==> src/hdl/chdr_ep_defines.svh <==
// CHDR ingress endpoint widths, header field positions, packet-type codes and register map
`ifndef CHDR_EP_DEFINES_SVH
`define CHDR_EP_DEFINES_SVH

// --------------------------------------------------------------------
// Widths
// --------------------------------------------------------------------
`define CHDR_W          64
`define EPID_W          16
`define VC_W            6
`define CNT_W           32
`define APB_AW          8
`define PKT_TYPE_W      3
`define NUM_DATA_O_DEF  2

// Field positions in the first beat of a packet
`define HDR_VC_HI       63
`define HDR_VC_LO       58
`define HDR_TYPE_HI     55
`define HDR_TYPE_LO     53
`define HDR_DST_EPID_HI 15
`define HDR_DST_EPID_LO 0

// Packet types (3 and 5 are reserved)
`define PKT_TYPE_MGMT    3'd0
`define PKT_TYPE_STRS    3'd1
`define PKT_TYPE_STRC    3'd2
`define PKT_TYPE_CTRL    3'd4
`define PKT_TYPE_DATA    3'd6
`define PKT_TYPE_DATA_TS 3'd7

// --------------------------------------------------------------------
// Register offsets
// --------------------------------------------------------------------
`define REG_EPID_SELF       8'h00
`define REG_RESET_AND_FLUSH 8'h04
`define REG_DATA_PKT_CNT    8'h08
`define REG_OTHER_PKT_CNT   8'h0C
`define REG_ROUTE_ERR_CNT   8'h10

`endif

==> src/hdl/chdr_ep_pkg.sv <==
// Common types shared by the CHDR ingress data path and its register file
`include "chdr_ep_defines.svh"

package chdr_ep_pkg;

  // --------------------------------------------------------------------
  // Bus and field types
  // --------------------------------------------------------------------

  // One beat of the CHDR stream
  typedef logic [`CHDR_W-1:0] chdr_word_t;

  // Endpoint ID, as programmed and as carried in the header
  typedef logic [`EPID_W-1:0] epid_t;

  // Virtual channel field of the header
  typedef logic [`VC_W-1:0]   vc_t;

  // Packet counter value
  typedef logic [`CNT_W-1:0]  pkt_cnt_t;

  // APB byte address
  typedef logic [`APB_AW-1:0] apb_addr_t;

  // --------------------------------------------------------------------
  // Classifier verdict on a header
  // --------------------------------------------------------------------
  typedef enum logic [1:0] {
    PKT_DATA,       // data-class packet for this endpoint, forwarded
    PKT_OTHER,      // control, status, management or reserved, dropped
    PKT_MISROUTED   // data-class packet for another endpoint, dropped
  } pkt_class_e;

endpackage

==> src/hdl/chdr_pkt_classifier.sv <==
// CHDR header classifier stage that forwards local data-class packets and flags packet counts
`include "chdr_ep_defines.svh"

module chdr_pkt_classifier
  import chdr_ep_pkg::*;
(
  input  logic       rfnoc_chdr_clk,
  input  logic       rfnoc_chdr_rst,
  // Control from the register file
  input  logic       i_flush,
  input  epid_t      i_epid_self,
  // CHDR stream in
  input  chdr_word_t i_tdata,
  input  logic       i_tlast,
  input  logic       i_tvalid,
  output logic       o_tready,
  // Kept packets towards the router
  output chdr_word_t o_out_tdata,
  output logic       o_out_tlast,
  output logic       o_out_tvalid,
  input  logic       i_out_tready,
  // One pulse per accepted header
  output logic       o_data_stb,
  output logic       o_other_stb,
  output logic       o_misrouted_stb
);

  logic                   hdr_q;
  logic                   keep_q;
  logic                   out_valid_q;
  logic                   out_last_q;
  chdr_word_t             out_data_q;
  logic [`PKT_TYPE_W-1:0] pkt_type;
  epid_t                  dst_epid;
  pkt_class_e             hdr_class;
  logic                   cur_keep;
  logic                   out_free;
  logic                   beat_acc;
  logic                   hdr_acc;

  // --------------------------------------------------------------------
  // Header decode
  // --------------------------------------------------------------------
  assign pkt_type = i_tdata[`HDR_TYPE_HI:`HDR_TYPE_LO];
  assign dst_epid = i_tdata[`HDR_DST_EPID_HI:`HDR_DST_EPID_LO];

  always_comb begin
    case (pkt_type)
      `PKT_TYPE_DATA, `PKT_TYPE_DATA_TS, `PKT_TYPE_STRC:
        hdr_class = (dst_epid == i_epid_self) ? PKT_DATA : PKT_MISROUTED;
      // Management, stream status, control and reserved codes
      default:
        hdr_class = PKT_OTHER;
    endcase
  end

  // Body beats follow the verdict taken on their header
  assign cur_keep = hdr_q ? (hdr_class == PKT_DATA) : keep_q;
  assign out_free = !out_valid_q || i_out_tready;

  // Dropped beats are always taken while kept beats wait for room downstream
  assign o_tready = !i_flush && (cur_keep ? out_free : 1'b1);
  assign beat_acc = i_tvalid && o_tready;
  assign hdr_acc  = beat_acc && hdr_q;

  assign o_data_stb      = hdr_acc && (hdr_class == PKT_DATA);
  assign o_other_stb     = hdr_acc && (hdr_class == PKT_OTHER);
  assign o_misrouted_stb = hdr_acc && (hdr_class == PKT_MISROUTED);

  // --------------------------------------------------------------------
  // Packet tracking and output register
  // --------------------------------------------------------------------
  always_ff @(posedge rfnoc_chdr_clk) begin
    if (rfnoc_chdr_rst || i_flush) begin
      hdr_q       <= 1'b1;
      keep_q      <= 1'b0;
      out_valid_q <= 1'b0;
    end else begin
      if (beat_acc) begin
        hdr_q <= i_tlast;
      end
      if (hdr_acc) begin
        keep_q <= (hdr_class == PKT_DATA);
      end
      if (beat_acc && cur_keep) begin
        out_valid_q <= 1'b1;
      end else if (i_out_tready) begin
        out_valid_q <= 1'b0;
      end
    end
  end

  always_ff @(posedge rfnoc_chdr_clk) begin
    if (beat_acc && cur_keep) begin
      out_data_q <= i_tdata;
      out_last_q <= i_tlast;
    end
  end

  assign o_out_tdata  = out_data_q;
  assign o_out_tlast  = out_last_q;
  assign o_out_tvalid = out_valid_q;

endmodule

==> src/hdl/chdr_vc_router.sv <==
// CHDR router stage that steers whole packets to an output port chosen by the header VC
`include "chdr_ep_defines.svh"

module chdr_vc_router
  import chdr_ep_pkg::*;
#(
  parameter int NUM_DATA_O = `NUM_DATA_O_DEF
) (
  input  logic                              rfnoc_chdr_clk,
  input  logic                              rfnoc_chdr_rst,
  input  logic                              i_flush,
  // Stream from the classifier
  input  chdr_word_t                        i_tdata,
  input  logic                              i_tlast,
  input  logic                              i_tvalid,
  output logic                              o_tready,
  // Output ports
  output chdr_word_t [NUM_DATA_O-1:0]       o_m_tdata,
  output logic       [NUM_DATA_O-1:0]       o_m_tlast,
  output logic       [NUM_DATA_O-1:0]       o_m_tvalid,
  input  logic       [NUM_DATA_O-1:0]       i_m_tready
);

  localparam int PORT_W = (NUM_DATA_O > 1) ? $clog2(NUM_DATA_O) : 1;

  logic              hdr_q;
  logic [PORT_W-1:0] dest_q;
  logic              hold_valid_q;
  logic              hold_last_q;
  chdr_word_t        hold_data_q;
  vc_t               hdr_vc;
  logic [PORT_W-1:0] hdr_port;
  logic [PORT_W-1:0] cur_port;
  logic              beat_acc;

  // --------------------------------------------------------------------
  // Port selection
  // --------------------------------------------------------------------
  assign hdr_vc   = i_tdata[`HDR_VC_HI:`HDR_VC_LO];
  // Out of range VC falls back to port 0
  assign hdr_port = (hdr_vc < NUM_DATA_O) ? hdr_vc[PORT_W-1:0] : '0;

  // dest_q still holds the port of the packet in flight
  assign cur_port = hdr_q ? hdr_port : dest_q;

  // Single hold register, freed only by the port it is presented on
  assign o_tready = !i_flush && (!hold_valid_q || i_m_tready[dest_q]);
  assign beat_acc = i_tvalid && o_tready;

  always_ff @(posedge rfnoc_chdr_clk) begin
    if (rfnoc_chdr_rst || i_flush) begin
      hdr_q        <= 1'b1;
      dest_q       <= '0;
      hold_valid_q <= 1'b0;
    end else begin
      if (beat_acc) begin
        hdr_q        <= i_tlast;
        dest_q       <= cur_port;
        hold_valid_q <= 1'b1;
      end else if (i_m_tready[dest_q]) begin
        hold_valid_q <= 1'b0;
      end
    end
  end

  always_ff @(posedge rfnoc_chdr_clk) begin
    if (beat_acc) begin
      hold_data_q <= i_tdata;
      hold_last_q <= i_tlast;
    end
  end

  // --------------------------------------------------------------------
  // Output fan-out
  // --------------------------------------------------------------------
  for (genvar g = 0; g < NUM_DATA_O; g++) begin : g_port
    assign o_m_tdata[g]  = hold_data_q;
    assign o_m_tlast[g]  = hold_last_q;
    assign o_m_tvalid[g] = hold_valid_q && (dest_q == PORT_W'(g));
  end

endmodule

==> src/hdl/chdr_ep_regs.sv <==
// APB register file for the endpoint ID, the data path flush and the packet counters
`include "chdr_ep_defines.svh"

module chdr_ep_regs
  import chdr_ep_pkg::*;
(
  input  logic        rfnoc_chdr_clk,
  input  logic        rfnoc_chdr_rst,
  // APB slave
  input  logic        i_psel,
  input  logic        i_penable,
  input  logic        i_pwrite,
  input  apb_addr_t   i_paddr,
  input  logic [31:0] i_pwdata,
  output logic        o_pready,
  output logic [31:0] o_prdata,
  output logic        o_pslverr,
  // Count strobes from the classifier
  input  logic        i_data_stb,
  input  logic        i_other_stb,
  input  logic        i_misrouted_stb,
  // Data path control
  output epid_t       o_epid_self,
  output logic        o_flush
);

  logic        pready_q;
  logic        pslverr_q;
  logic [31:0] prdata_q;
  epid_t       epid_q;
  logic        flush_q;
  pkt_cnt_t    cnt_q [3];
  logic [2:0]  cnt_stb;
  logic        access;
  logic        dec_err;
  logic [31:0] dec_rdata;

  // Access is taken in the first access-phase cycle and answered one cycle later
  assign access = i_psel && i_penable && !pready_q;

  // --------------------------------------------------------------------
  // Address decode
  // --------------------------------------------------------------------
  always_comb begin
    dec_rdata = '0;
    dec_err   = 1'b0;
    case (i_paddr)
      `REG_EPID_SELF:       dec_rdata = {{(32-`EPID_W){1'b0}}, epid_q};
      `REG_RESET_AND_FLUSH: dec_err   = !i_pwrite;
      `REG_DATA_PKT_CNT:    begin dec_rdata = cnt_q[0]; dec_err = i_pwrite; end
      `REG_OTHER_PKT_CNT:   begin dec_rdata = cnt_q[1]; dec_err = i_pwrite; end
      `REG_ROUTE_ERR_CNT:   begin dec_rdata = cnt_q[2]; dec_err = i_pwrite; end
      default:              dec_err   = 1'b1;
    endcase
  end

  always_ff @(posedge rfnoc_chdr_clk) begin
    if (rfnoc_chdr_rst) begin
      pready_q  <= 1'b0;
      pslverr_q <= 1'b0;
      epid_q    <= '0;
      flush_q   <= 1'b0;
    end else begin
      pready_q  <= access;
      pslverr_q <= access && dec_err;
      flush_q   <= 1'b0;
      if (access && i_pwrite && !dec_err) begin
        if (i_paddr == `REG_EPID_SELF) begin
          epid_q <= i_pwdata[`EPID_W-1:0];
        end else begin
          flush_q <= i_pwdata[0];
        end
      end
    end
  end

  // Read data is captured in the first access cycle
  always_ff @(posedge rfnoc_chdr_clk) begin
    if (access) begin
      prdata_q <= dec_rdata;
    end
  end

  // --------------------------------------------------------------------
  // Packet counters that wrap at their width
  // --------------------------------------------------------------------
  assign cnt_stb = {i_misrouted_stb, i_other_stb, i_data_stb};

  always_ff @(posedge rfnoc_chdr_clk) begin
    for (int i = 0; i < 3; i++) begin
      if (rfnoc_chdr_rst || flush_q) begin
        cnt_q[i] <= '0;
      end else if (cnt_stb[i]) begin
        cnt_q[i] <= cnt_q[i] + 1'b1;
      end
    end
  end

  assign o_pready    = pready_q;
  assign o_pslverr   = pslverr_q;
  assign o_prdata    = prdata_q;
  assign o_epid_self = epid_q;
  assign o_flush     = flush_q;

endmodule

==> src/hdl/chdr_ingress_endpoint.sv <==
// CHDR ingress endpoint top with classifier, VC router and APB register file
`include "chdr_ep_defines.svh"

module chdr_ingress_endpoint
  import chdr_ep_pkg::*;
#(
  parameter int NUM_DATA_O = `NUM_DATA_O_DEF
) (
  input  logic                        rfnoc_chdr_clk,
  input  logic                        rfnoc_chdr_rst,
  // CHDR stream in
  input  chdr_word_t                  i_chdr_tdata,
  input  logic                        i_chdr_tlast,
  input  logic                        i_chdr_tvalid,
  output logic                        o_chdr_tready,
  // Data ports out
  output chdr_word_t [NUM_DATA_O-1:0] o_data_tdata,
  output logic       [NUM_DATA_O-1:0] o_data_tlast,
  output logic       [NUM_DATA_O-1:0] o_data_tvalid,
  input  logic       [NUM_DATA_O-1:0] i_data_tready,
  // APB slave
  input  logic                        i_psel,
  input  logic                        i_penable,
  input  logic                        i_pwrite,
  input  apb_addr_t                   i_paddr,
  input  logic [31:0]                 i_pwdata,
  output logic                        o_pready,
  output logic [31:0]                 o_prdata,
  output logic                        o_pslverr
);

  chdr_word_t cls_tdata;
  logic       cls_tlast;
  logic       cls_tvalid;
  logic       cls_tready;
  logic       data_stb;
  logic       other_stb;
  logic       misrouted_stb;
  epid_t      epid_self;
  logic       flush;

  // --------------------------------------------------------------------
  // Pipeline, classifier then router
  // --------------------------------------------------------------------
  chdr_pkt_classifier u_classifier (
    .rfnoc_chdr_clk (rfnoc_chdr_clk),
    .rfnoc_chdr_rst (rfnoc_chdr_rst),
    .i_flush        (flush),
    .i_epid_self    (epid_self),
    .i_tdata        (i_chdr_tdata),
    .i_tlast        (i_chdr_tlast),
    .i_tvalid       (i_chdr_tvalid),
    .o_tready       (o_chdr_tready),
    .o_out_tdata    (cls_tdata),
    .o_out_tlast    (cls_tlast),
    .o_out_tvalid   (cls_tvalid),
    .i_out_tready   (cls_tready),
    .o_data_stb     (data_stb),
    .o_other_stb    (other_stb),
    .o_misrouted_stb(misrouted_stb)
  );

  chdr_vc_router #(
    .NUM_DATA_O(NUM_DATA_O)
  ) u_router (
    .rfnoc_chdr_clk(rfnoc_chdr_clk),
    .rfnoc_chdr_rst(rfnoc_chdr_rst),
    .i_flush       (flush),
    .i_tdata       (cls_tdata),
    .i_tlast       (cls_tlast),
    .i_tvalid      (cls_tvalid),
    .o_tready      (cls_tready),
    .o_m_tdata     (o_data_tdata),
    .o_m_tlast     (o_data_tlast),
    .o_m_tvalid    (o_data_tvalid),
    .i_m_tready    (i_data_tready)
  );

  // Register file beside the pipeline
  chdr_ep_regs u_regs (
    .rfnoc_chdr_clk (rfnoc_chdr_clk),
    .rfnoc_chdr_rst (rfnoc_chdr_rst),
    .i_psel         (i_psel),
    .i_penable      (i_penable),
    .i_pwrite       (i_pwrite),
    .i_paddr        (i_paddr),
    .i_pwdata       (i_pwdata),
    .o_pready       (o_pready),
    .o_prdata       (o_prdata),
    .o_pslverr      (o_pslverr),
    .i_data_stb     (data_stb),
    .i_other_stb    (other_stb),
    .i_misrouted_stb(misrouted_stb),
    .o_epid_self    (epid_self),
    .o_flush        (flush)
  );

endmodule

==> config.mk <==
export PLATFORM = sky130hd
export DESIGN_NAME = chdr_ingress_endpoint
export DESIGN_NICKNAME = d
export VERILOG_FILES = /design/src/hdl/chdr_ep_pkg.sv /design/src/hdl/chdr_pkt_classifier.sv /design/src/hdl/chdr_vc_router.sv /design/src/hdl/chdr_ep_regs.sv /design/src/hdl/chdr_ingress_endpoint.sv
export VERILOG_INCLUDE_DIRS = /design/src /design/src/hdl
export SDC_FILE = /design/constraint.sdc
export NUM_CORES = 1
export LEC_CHECK = 0
export ABC_AREA = 1
export BUFFER_PORTS_ARGS = -buffer_cell sky130_fd_sc_hd__buf_2
export CELL_PAD_IN_SITES_DETAIL_PLACEMENT = 2
export CELL_PAD_IN_SITES_GLOBAL_PLACEMENT = 2
export CORE_UTILIZATION = 36
export CTS_CLUSTER_SIZE = 24
export DETAILED_ROUTE_END_ITERATION = 12
export GPL_TIMING_DRIVEN = 0
export PLACE_DENSITY_LB_ADDON = 0.1
export SYNTH_ARGS = -nofsm -noshare
export SYNTH_HDL_FRONTEND = slang
export SYNTH_SLANG_ARGS = --single-unit
==> constraint.sdc <==
create_clock -name rfnoc_chdr_clk -period 11.2 [get_ports rfnoc_chdr_clk]
set_input_delay 1.68 -clock rfnoc_chdr_clk [delete_from_list [all_inputs] [get_ports rfnoc_chdr_clk]]
set_output_delay 1.68 -clock rfnoc_chdr_clk [all_outputs]
set_load 0.01 [all_outputs]
==> metrics.txt, run 1 <==
clock skew 18.7 ps; FF-to-FF End u_regs.cnt_q[2][0]$_SDFFCE_PN0P_; Worst VDD drop 97.1 uV; critical path startpoint i_chdr_tdata[10]; io pins 280; antenna-violating nets left 0; Final min period 4790 ps; Setup Viol. Count Final 0; DRT Wirelength 43500 um; Area contributors post-synth edfxtp_1, nand2_1, inv_1, xor2_1, buf_4; post-synth cell types 42; CTS tree done; pin count of the biggest net entering global routing 40; layout cells sized above 1 30.4%; Rel. slew slack 41.1%; Hold EP u_router.hold_data_q[33]$_DFFE_PP_; RSZ-0062 raised after global routing false; post-layout util 45.9%; Critical R2R Launch u_regs.o_epid_self[10]$_SDFFE_PP0P_; Synth warnings 0; hold-fix buffers at CTS 0; Worst Max-Slew Pin Slew 881 ps; via count 9942; worst reg-to-reg setup slack 8020 ps; final hold vios 0; placer's final routability congestion estimate 0.839; Fin Setup TNS 0 ps; vias per std cell 4.90; commonest non-fill, non-tap cell in the layout buf_2; fin nets 1657; max-cap violations 0; H-tree depth 2; Area after DPL 15300 sq um; initial antenna violation count 2; Final WS setup 6410 ps; Worst Path Arrival 3110 ps; CTS Buf Count 35; Fillers 3757; gr usage total 23.3%; flops & latches, synth 283; Post-Syn Instances 1235; PostCTS Resize Cnt 0; Clock transition at path regs 60 ps; Crit. End Element primary output; Post-CTS Repair Setup Buffers 0; row count 69; Initial Util 36.9%; core box area 35800 sq um; Remaining DRCs 0; Skew-Pair Late Insertion Delay 530 ps; P_leak 6.60 nW; CP required 9520 ps; outcome finished, final reports clean; DIE AREA 37500 sq um; GRT Residual Overflow 0; Iter 0 DRT Violations 523; CTS Buffer Depth 3; Die Span Y 194 um; drt pass-1 iters 5; Hold WC Path Type reg2reg; Pins Over Slew Limit 0; reg2reg path depth 13; top cell type's share of synthesized area 58.6%; most frequent cells in the layout buf_2, edfxtp_1, nand2_1; hpwl dp 33100 um; hold_sp u_classifier.o_out_tdata[33]$_DFFE_PP_; Peak Freq 209 MHz; Worst setup SP type input pin; WL/cell 21.4 um; Place WS 6460 ps; clock root cell clkbuf_16; number of global-route vias before repair 11000; CP Max Fanout 4; crit-path most repeated cell nand2_1; power per cell area 149 nW/um^2; fin crit share 42.8%; Worst path slowest cell nor2_1; CP cell instances buf_2, inv_1, nand2_1, nand2_1, nor2_1, nand2_1, nor2_1, nand3_1, nand2_1, a21oi_2, buf_2; Port Buf Inserts 263; chip width 194 um; Mean Syn Cell Area 10.7 sq um; Seq/Total Area, Yosys 62.3%; first-pass GRT wire length 66700 um; delay of the slowest cell on the worst path 220 ps; clock sink total 283; synthesized area 13200 sq um; CP Class in2out; Post-Syn Nets 1351; Design Power 2.46 mW; fin area 16500 sq um; Hold Crit Depth 0; post-synth top area cell edfxtp_1; area delta synth->final 24.4%
-- Yosys cell counts --
cell type,count
xor2_1,67
nand3_2,5
or2_2,1
o2111ai_1,4
nand4_1,22
buf_1,3
o221ai_1,13
inv_1,161
nor2_2,13
a221oi_1,1
a211oi_1,2
nand2_2,6
buf_4,72
xnor2_1,16
nor2_8,1
nor4_2,1
nand3_4,1
a21boi_0,1
nor2_4,7
o22ai_1,11
o21ai_1,20
ha_1,3
nand2_1,192
nor4_1,3
a21oi_1,28
inv_2,21
o211ai_1,2
clkinv_1,6
a31oi_1,1
nor2_1,125
clkbuf_1,7
nand3_1,40
nor3_1,61
buf_2,9
nor3_2,9
nand4_2,2
edfxtp_1,258
o21ai_0,9
a21oi_2,1
dfxtp_1,25
nand2_4,2
a221o_1,3
-- where the power goes --
group	switching (mW)	internal [mW]	leakage [nW]	total, mW
sequential	0.0244	1.17	2.68	1.20
combinational	0.0747	0.0398	3.37	0.115
clock	0.452	0.693	0.554	1.15
-- registers in the layout, indices dropped and copies added, names as in the netlist, 16 cells and up --
register,flops
u_regs.o_epid_self,16
u_regs.o_prdata,32
u_classifier.o_out_tdata,64
u_router.hold_data_q,64
u_regs.cnt_q,96
-- how the worst max path moves through the flow --
stage / endpoint / slack (ps) / cells past startpoint
6_report: o_chdr_tready / 6410 / 11
5_1_grt: o_chdr_tready / 6310 / 11
4_1_cts: o_chdr_tready / 6410 / 11
3_5_place_dp: o_chdr_tready / 6460 / 11
3_3_place_gp: u_regs.cnt_q[0][22]$_SDFFCE_PN0P_ / 4130 / 12
2_1_floorplan: u_router.dest_q$_SDFFE_PP0P_ / 5860 / 7
-- stage by stage --
stage / hold WS, ps / cells
2_1_floorplan: 400 / 1235
3_3_place_gp: 400 / 1959
3_5_place_dp: 405 / 1965
4_1_cts: 418 / 2028
5_1_grt: 421 / 2028
6_report: 416 / 2030
-- logic make-up after synthesis --
| group | share of synthesized area, % |
|---|---|
| buffers and inverters | 10.0 |
| AOI/OAI and AO/OA | 4.49 |
| and+or+nand+nor | 17.3 |
| DFF | 62.3 |
| xor gates and xnor gates | 5.50 |
| adders and majority gates | 0.284 |
-- cell type report --
| type | instances | area (sq um) | area share (%) |
|---|---|---|---|
| diodes | 2 | 5.00 | 0.0304 |
| plain buffers | 91 | 623 | 3.79 |
| clock buffers | 47 | 952 | 5.79 |
| clock inverters | 16 | 200 | 1.22 |
| inverters | 188 | 706 | 4.29 |
| multi-input cells | 673 | 3680 | 22.4 |
| flip-flops and latches | 283 | 8250 | 50.1 |
| well taps | 461 | 577 | 3.50 |
| repair buffers | 269 | 1470 | 8.91 |
-- critical path: cells and delay by family --
kind            cells  cell delay (ps)
buf+inv             3              320
compound gates      1              100
simple gates        7             1020
-- layer usage --
layer  vias to the layer above  track usage [%]  share of wire (%)
met5                         -                0              0.060
met4                         4             4.74                1.5
met3                        45             4.04                4.4
met2                       242             42.8                 52
met1                      4961             28.4                 42
li1                       4690                -                  -
(Power assumes the default switching activity.)
==> run 2: changes to the inputs <==
--- a/config.mk
+++ b/config.mk
@@ -6,7 +6,7 @@
 export SDC_FILE = /design/constraint.sdc
 export NUM_CORES = 1
 export LEC_CHECK = 0
-export ABC_AREA = 1
+export ABC_AREA = 0
 export BUFFER_PORTS_ARGS = -buffer_cell sky130_fd_sc_hd__buf_2
 export CELL_PAD_IN_SITES_DETAIL_PLACEMENT = 2
 export CELL_PAD_IN_SITES_GLOBAL_PLACEMENT = 2
==> constraint.sdc (replaced) <==
create_clock -name rfnoc_chdr_clk -period 4.95 [get_ports rfnoc_chdr_clk]
set_input_delay 0.7425 -clock rfnoc_chdr_clk [delete_from_list [all_inputs] [get_ports rfnoc_chdr_clk]]
set_output_delay 0.7425 -clock rfnoc_chdr_clk [all_outputs]
set_load 0.01 [all_outputs]
==> metrics.txt, run 2 <==
outcome finished, final reports clean; fin nets 1399; hold-fix buffers at CTS 0; post-synth cell types 40; CP Max Fanout 7; RSZ-0062 raised after global routing false; final hold vios 0; delay of the slowest cell on the worst path 810 ps; DRT Wirelength 40200 um; FF-to-FF End u_classifier.o_out_tdata[53]$_DFFE_PP_; CTS tree done; Post-Syn Nets 1091; hold_sp i_chdr_tdata[40]; critical path's top delay family simple AND/OR/NAND/NOR gates; Skew-Pair Late Insertion Delay 520 ps; Peak Freq 278 MHz; mux contribution to synthesized area 2.82%; Critical R2R Launch u_regs.o_epid_self[6]$_SDFFE_PP0P_; Worst path slowest cell nor4_2; core box area 33800 sq um; Final WS setup 1360 ps; vias per std cell 5.08; clock root cell clkbuf_16; gr usage total 22.9%; top cell type's share of synthesized area 62.3%; CP Class reg2out; first-pass GRT wire length 60800 um; Worst setup SP type flop; synth cell count leaders edfxtp_1, nor2_1, nand2_1; most frequent cell after synthesis edfxtp_1; synthesized area 12400 sq um; clock skew 12.6 ps; most frequent cells in the layout buf_2, edfxtp_1, nor2_1; Pins Over Slew Limit 0; largest family of logic cells by synthesized area simple AND/OR/NAND/NOR gates; io pins 280; Final min period 3590 ps; Biggest register u_regs.cnt_q; Iter 0 DRT Violations 383; row count 67; layout cells sized above 1 30.6%; Synth Area in Compound Gates 4.02%; Hold EP u_classifier.o_out_tdata[40]$_DFFE_PP_; Worst VDD drop 202 uV; Rel. slew slack 23.8%; Crit. End Element primary output; hpwl dp 30500 um; CP required 4210 ps; initial antenna violation count 5; Place WS 1180 ps; Post-synth top flop edfxtp_1; GRT Residual Overflow 0; worst reg-to-reg setup slack 1660 ps; PostCTS Resize Cnt 0; post-synth top area cell edfxtp_1; Area contributors post-synth edfxtp_1, buf_4, dfxtp_1, xor2_1, xnor2_1; Clock transition at path regs 60 ps; pin count of the biggest net entering global routing 29; Port Buf Inserts 262; Mean Syn Cell Area 12.8 sq um; fin crit share 72.5%; drt pass-1 iters 4; clock sink total 283; number of global-route vias before repair 9539; antenna-violating nets left 0; area delta synth->final 25.6%; CP cell instances xnor2_1, nand4_1, nor4_2, nand3_1, o2bb2ai_1, buf_2; reg2reg path depth 7; simple-gate share of the synthesized area 13.9%; Synth warnings 0; Synth Area in Adders 0.302%; Post-Syn Instances 975; Die Span Y 188 um; Worst Max-Slew Pin Slew 1130 ps; Synth async-reset ratio 0%; Worst Path Buf+Inv 1; via count 8916; P_leak 5.67 nW; chip width 188 um; WL/cell 22.9 um; Initial Util 36.8%; DIE AREA 35300 sq um; Setup Viol. Count Final 0; CTS Buf Count 34; Seq/Total Area, Yosys 66.3%; worst hold slack 397 ps; Synth Area in XOR/XNOR 7.32%; max reg flops 96; commonest non-fill, non-tap cell in the layout buf_2; max-cap violations 0; Hold WC Path Type in2reg; CTS Buffer Depth 3; H-tree depth 2; Post-CTS Repair Setup Buffers 0; power per cell area 342 nW/um^2; EDFF count, synth 258; flops & latches, synth 283; Remaining DRCs 0; placer's final routability congestion estimate 0.765; Hold Crit Depth 1; Worst Path Arrival 2850 ps
-- run 2: worst max-delay path by stage --
stage | startpoint | endpoint | depth (start not counted)
after floorplan | i_data_tready[1] | u_router.dest_q$_SDFFE_PP0P_ | 5
after CTS | u_regs.o_epid_self[6]$_SDFFE_PP0P_ | o_chdr_tready | 6
after global routing | u_regs.o_epid_self[14]$_SDFFE_PP0P_ | o_chdr_tready | 6
after detailed placement | i_chdr_tdata[11] | u_classifier.o_out_tdata[46]$_DFFE_PP_ | 8
final | u_regs.o_epid_self[6]$_SDFFE_PP0P_ | o_chdr_tready | 6
after global placement | i_data_tready[1] | u_router.dest_q$_SDFFE_PP0P_ | 6
-- run 2: final cells by class --
class                           count  area, sq um
Fill cell                        3455        18200
Sequential cell                   283         8250
Multi-Input combinational cell    583         3590
Timing Repair Buffer              272         1510
Clock buffer                       40          895
Buffer                             98          629
Tap cell                          448          561
Clock inverter                     16          151
Inverter                           11         41.3
Antenna cell                        3         7.51
-- run 2: cell families after synthesis --
group | after synthesis
flops | 283
buf+inv | 109
mux | 35
compound gates | 87
xor+xnor | 104
fa+ha+maj | 3
simple gates | 354
-- run 2: metrics by stage --
step | area, sq um | util, % | power [mW] | TNS (ps) | std cells
2_1_floorplan | 12400 | - | 2.86 | 0 | 975
3_3_place_gp | 14300 | 42.4 | 2.98 | -218230 | 1685
3_5_place_dp | 14600 | 43.2 | 3.00 | 0 | 1695
4_1_cts | 15600 | 46.2 | 5.43 | 0 | 1751
5_1_grt | 15600 | 46.3 | 5.51 | 0 | 1752
6_report | 15600 | 46.3 | 5.35 | 0 | 1754
-- run 2: layer usage --
metal  wire, um  part of all wire [%]  GRT usage (%)  vias up
met5         48                  0.12              0        -
met4       1140                   2.8           6.97        8
li1           -                     -              -     4110
met2      20500                    51           40.5      238
met1      16700                    42           28.1     4493
met3       1850                   4.6           4.30       67
-- run 2: power breakdown --
group          internal (mW)  total [mW]  switching [mW]
clock network           1.40        2.39           0.998
registers               2.65        2.72          0.0696
logic                 0.0967       0.230           0.133
total                   4.15        5.35            1.20
==> run 3: changes to the inputs <==
==> constraint.sdc (replaced) <==
create_clock -name rfnoc_chdr_clk -period 3.7 [get_ports rfnoc_chdr_clk]
set_input_delay 0.555 -clock rfnoc_chdr_clk [delete_from_list [all_inputs] [get_ports rfnoc_chdr_clk]]
set_output_delay 0.555 -clock rfnoc_chdr_clk [all_outputs]
set_load 0.01 [all_outputs]
==> metrics.txt, run 3 (synthesis gave the netlist of run 2 again) <==
outcome finished, final reports clean; Pins Over Slew Limit 0; row count 67; Initial Util 36.8%; Rel. slew slack 25.2%; CTS tree done; Comb power frac 4.3%; CP Class reg2out; CTS Buf Count 34; area delta synth->final 26.0%; hpwl dp 31400 um; Sw Ratio 22.0%; CTS Buffer Depth 3; Port Buf Inserts 262; gr usage total 23.2%; Biggest register u_regs.cnt_q; met3 usage 4.27%; Post-CTS Repair Setup Buffers 0; worst hold slack 222 ps; Final WS setup 142 ps; layout cells sized above 1 30.7%; Clock transition at path regs 60 ps; Place WS -2.93 ps; routing usage on met1 27.4%; clock sink total 283; initial antenna violation count 7; Peak Freq 281 MHz; GR peak layer met2; Placed Instances 1696; Worst path slowest cell nor4_2; vias per std cell 5.09; PostCTS Resize Cnt 0; RSZ-0062 raised after global routing false; non-filler instance count after layout 1758; Worst setup SP type flop; Crit. End Element primary output; hold-fix buffers at CTS 0; Fin Setup TNS 0 ps; most frequent cells in the layout buf_2, edfxtp_1, nor2_1; fin nets 1400; commonest non-fill, non-tap cell in the layout buf_2; Worst Path Buf+Inv 1; via count 8943; CP Max Fanout 7; register share of total power 51.0%; critical path's top delay family simple AND/OR/NAND/NOR gates; post-layout util 46.4%; CP required 3140 ps; WL/cell 23.5 um; fin crit share 96.2%; fin area 15700 sq um; DIE AREA 35300 sq um; Remaining DRCs 0; delay of the slowest cell on the worst path 900 ps; Skew-Pair Late Insertion Delay 510 ps; final hold vios 0; Hold WC Path Type in2reg; Worst Max-Slew Pin Slew 1110 ps; Setup Viol. Count Final 0; number of global-route vias before repair 9608; clock skew 16.4 ps; Worst VDD drop 369 uV; Final min period 3560 ps; placer's final routability congestion estimate 0.787; max-cap violations 0; P_leak 5.70 nW; core box area 33800 sq um; Design Power 7.15 mW; switching power 1.57 mW; power per cell area 456 nW/um^2; footprint of the multi-input gates 3590 sq um; Worst Path Arrival 3000 ps; drt pass-1 iters 4; io pins 280; GRT Residual Overflow 0; Clock power frac 44.7%; antenna-violating nets left 0; DRT Wirelength 41400 um; chip width 188 um; met2 Use GR 42.9%; Fillers 3428; sequential cell area 8250 sq um; clock root cell clkbuf_16; H-tree depth 2; internal power 5.58 mW; Die Span Y 188 um; Iter 0 DRT Violations 413; Area after DPL 14600 sq um; CP cell instances xnor2_1, nand4_1, nor4_2, nand3_1, o2bb2ai_1, buf_2; first-pass GRT wire length 61100 um; max reg flops 96; pin count of the biggest net entering global routing 33
-- run 3: area by class of cell --
| class | count | area share, % |
|---|---|---|
| inverters | 11 | 0.263 |
| flip-flops and latches | 283 | 52.6 |
| plain buffers | 98 | 4.02 |
| diodes | 2 | 0.0319 |
| repair buffers | 273 | 9.85 |
| clock buffers | 49 | 6.24 |
| clock inverters | 11 | 0.495 |
| multi-input cells | 583 | 22.9 |
| well taps | 448 | 3.58 |
-- run 3: power by group through the flow --
| stage | sequential, mW | clock, mW | combinational (mW) |
|---|---|---|---|
| floorplan | 3.69 | 0 | 0.141 |
| global placement | 3.72 | 0 | 0.272 |
| detailed placement | 3.71 | 0 | 0.308 |
| CTS | 3.65 | 3.28 | 0.313 |
| global route | 3.66 | 3.38 | 0.332 |
| finish | 3.65 | 3.20 | 0.305 |
-- run 3: path summary, 6_finish.rpt --
check / start / end / slack [ps] / cells after the start
max: u_regs.o_epid_self[14]$_SDFFE_PP0P_ / o_chdr_tready / 140 / 6
min: i_chdr_tdata[20] / u_classifier.o_out_tdata[20]$_DFFE_PP_ / 220 / 1
max reg2reg: u_regs.o_epid_self[14]$_SDFFE_PP0P_ / u_classifier.o_out_tdata[36]$_DFFE_PP_ / 230 / 6
min reg2reg: u_classifier.o_out_tdata[51]$_DFFE_PP_ / u_router.hold_data_q[51]$_DFFE_PP_ / 420 / 0
-- run 3: worst register-to-register path, cell delays in order (launching register included) --
cell,delay [ps]
dfxtp_1,420
xnor2_1,140
nand4_1,140
nor4_2,900
nand3_1,460
a21oi_4,790
buf_12,290
-- run 3: metal layers --
layer	vias to the layer above	share of wire (%)	wire length (um)
li1	4107	-	-
met1	4521	40	16600
met2	238	53	21800
met3	65	4.6	1920
met4	12	2.3	970
met5	-	0.16	65
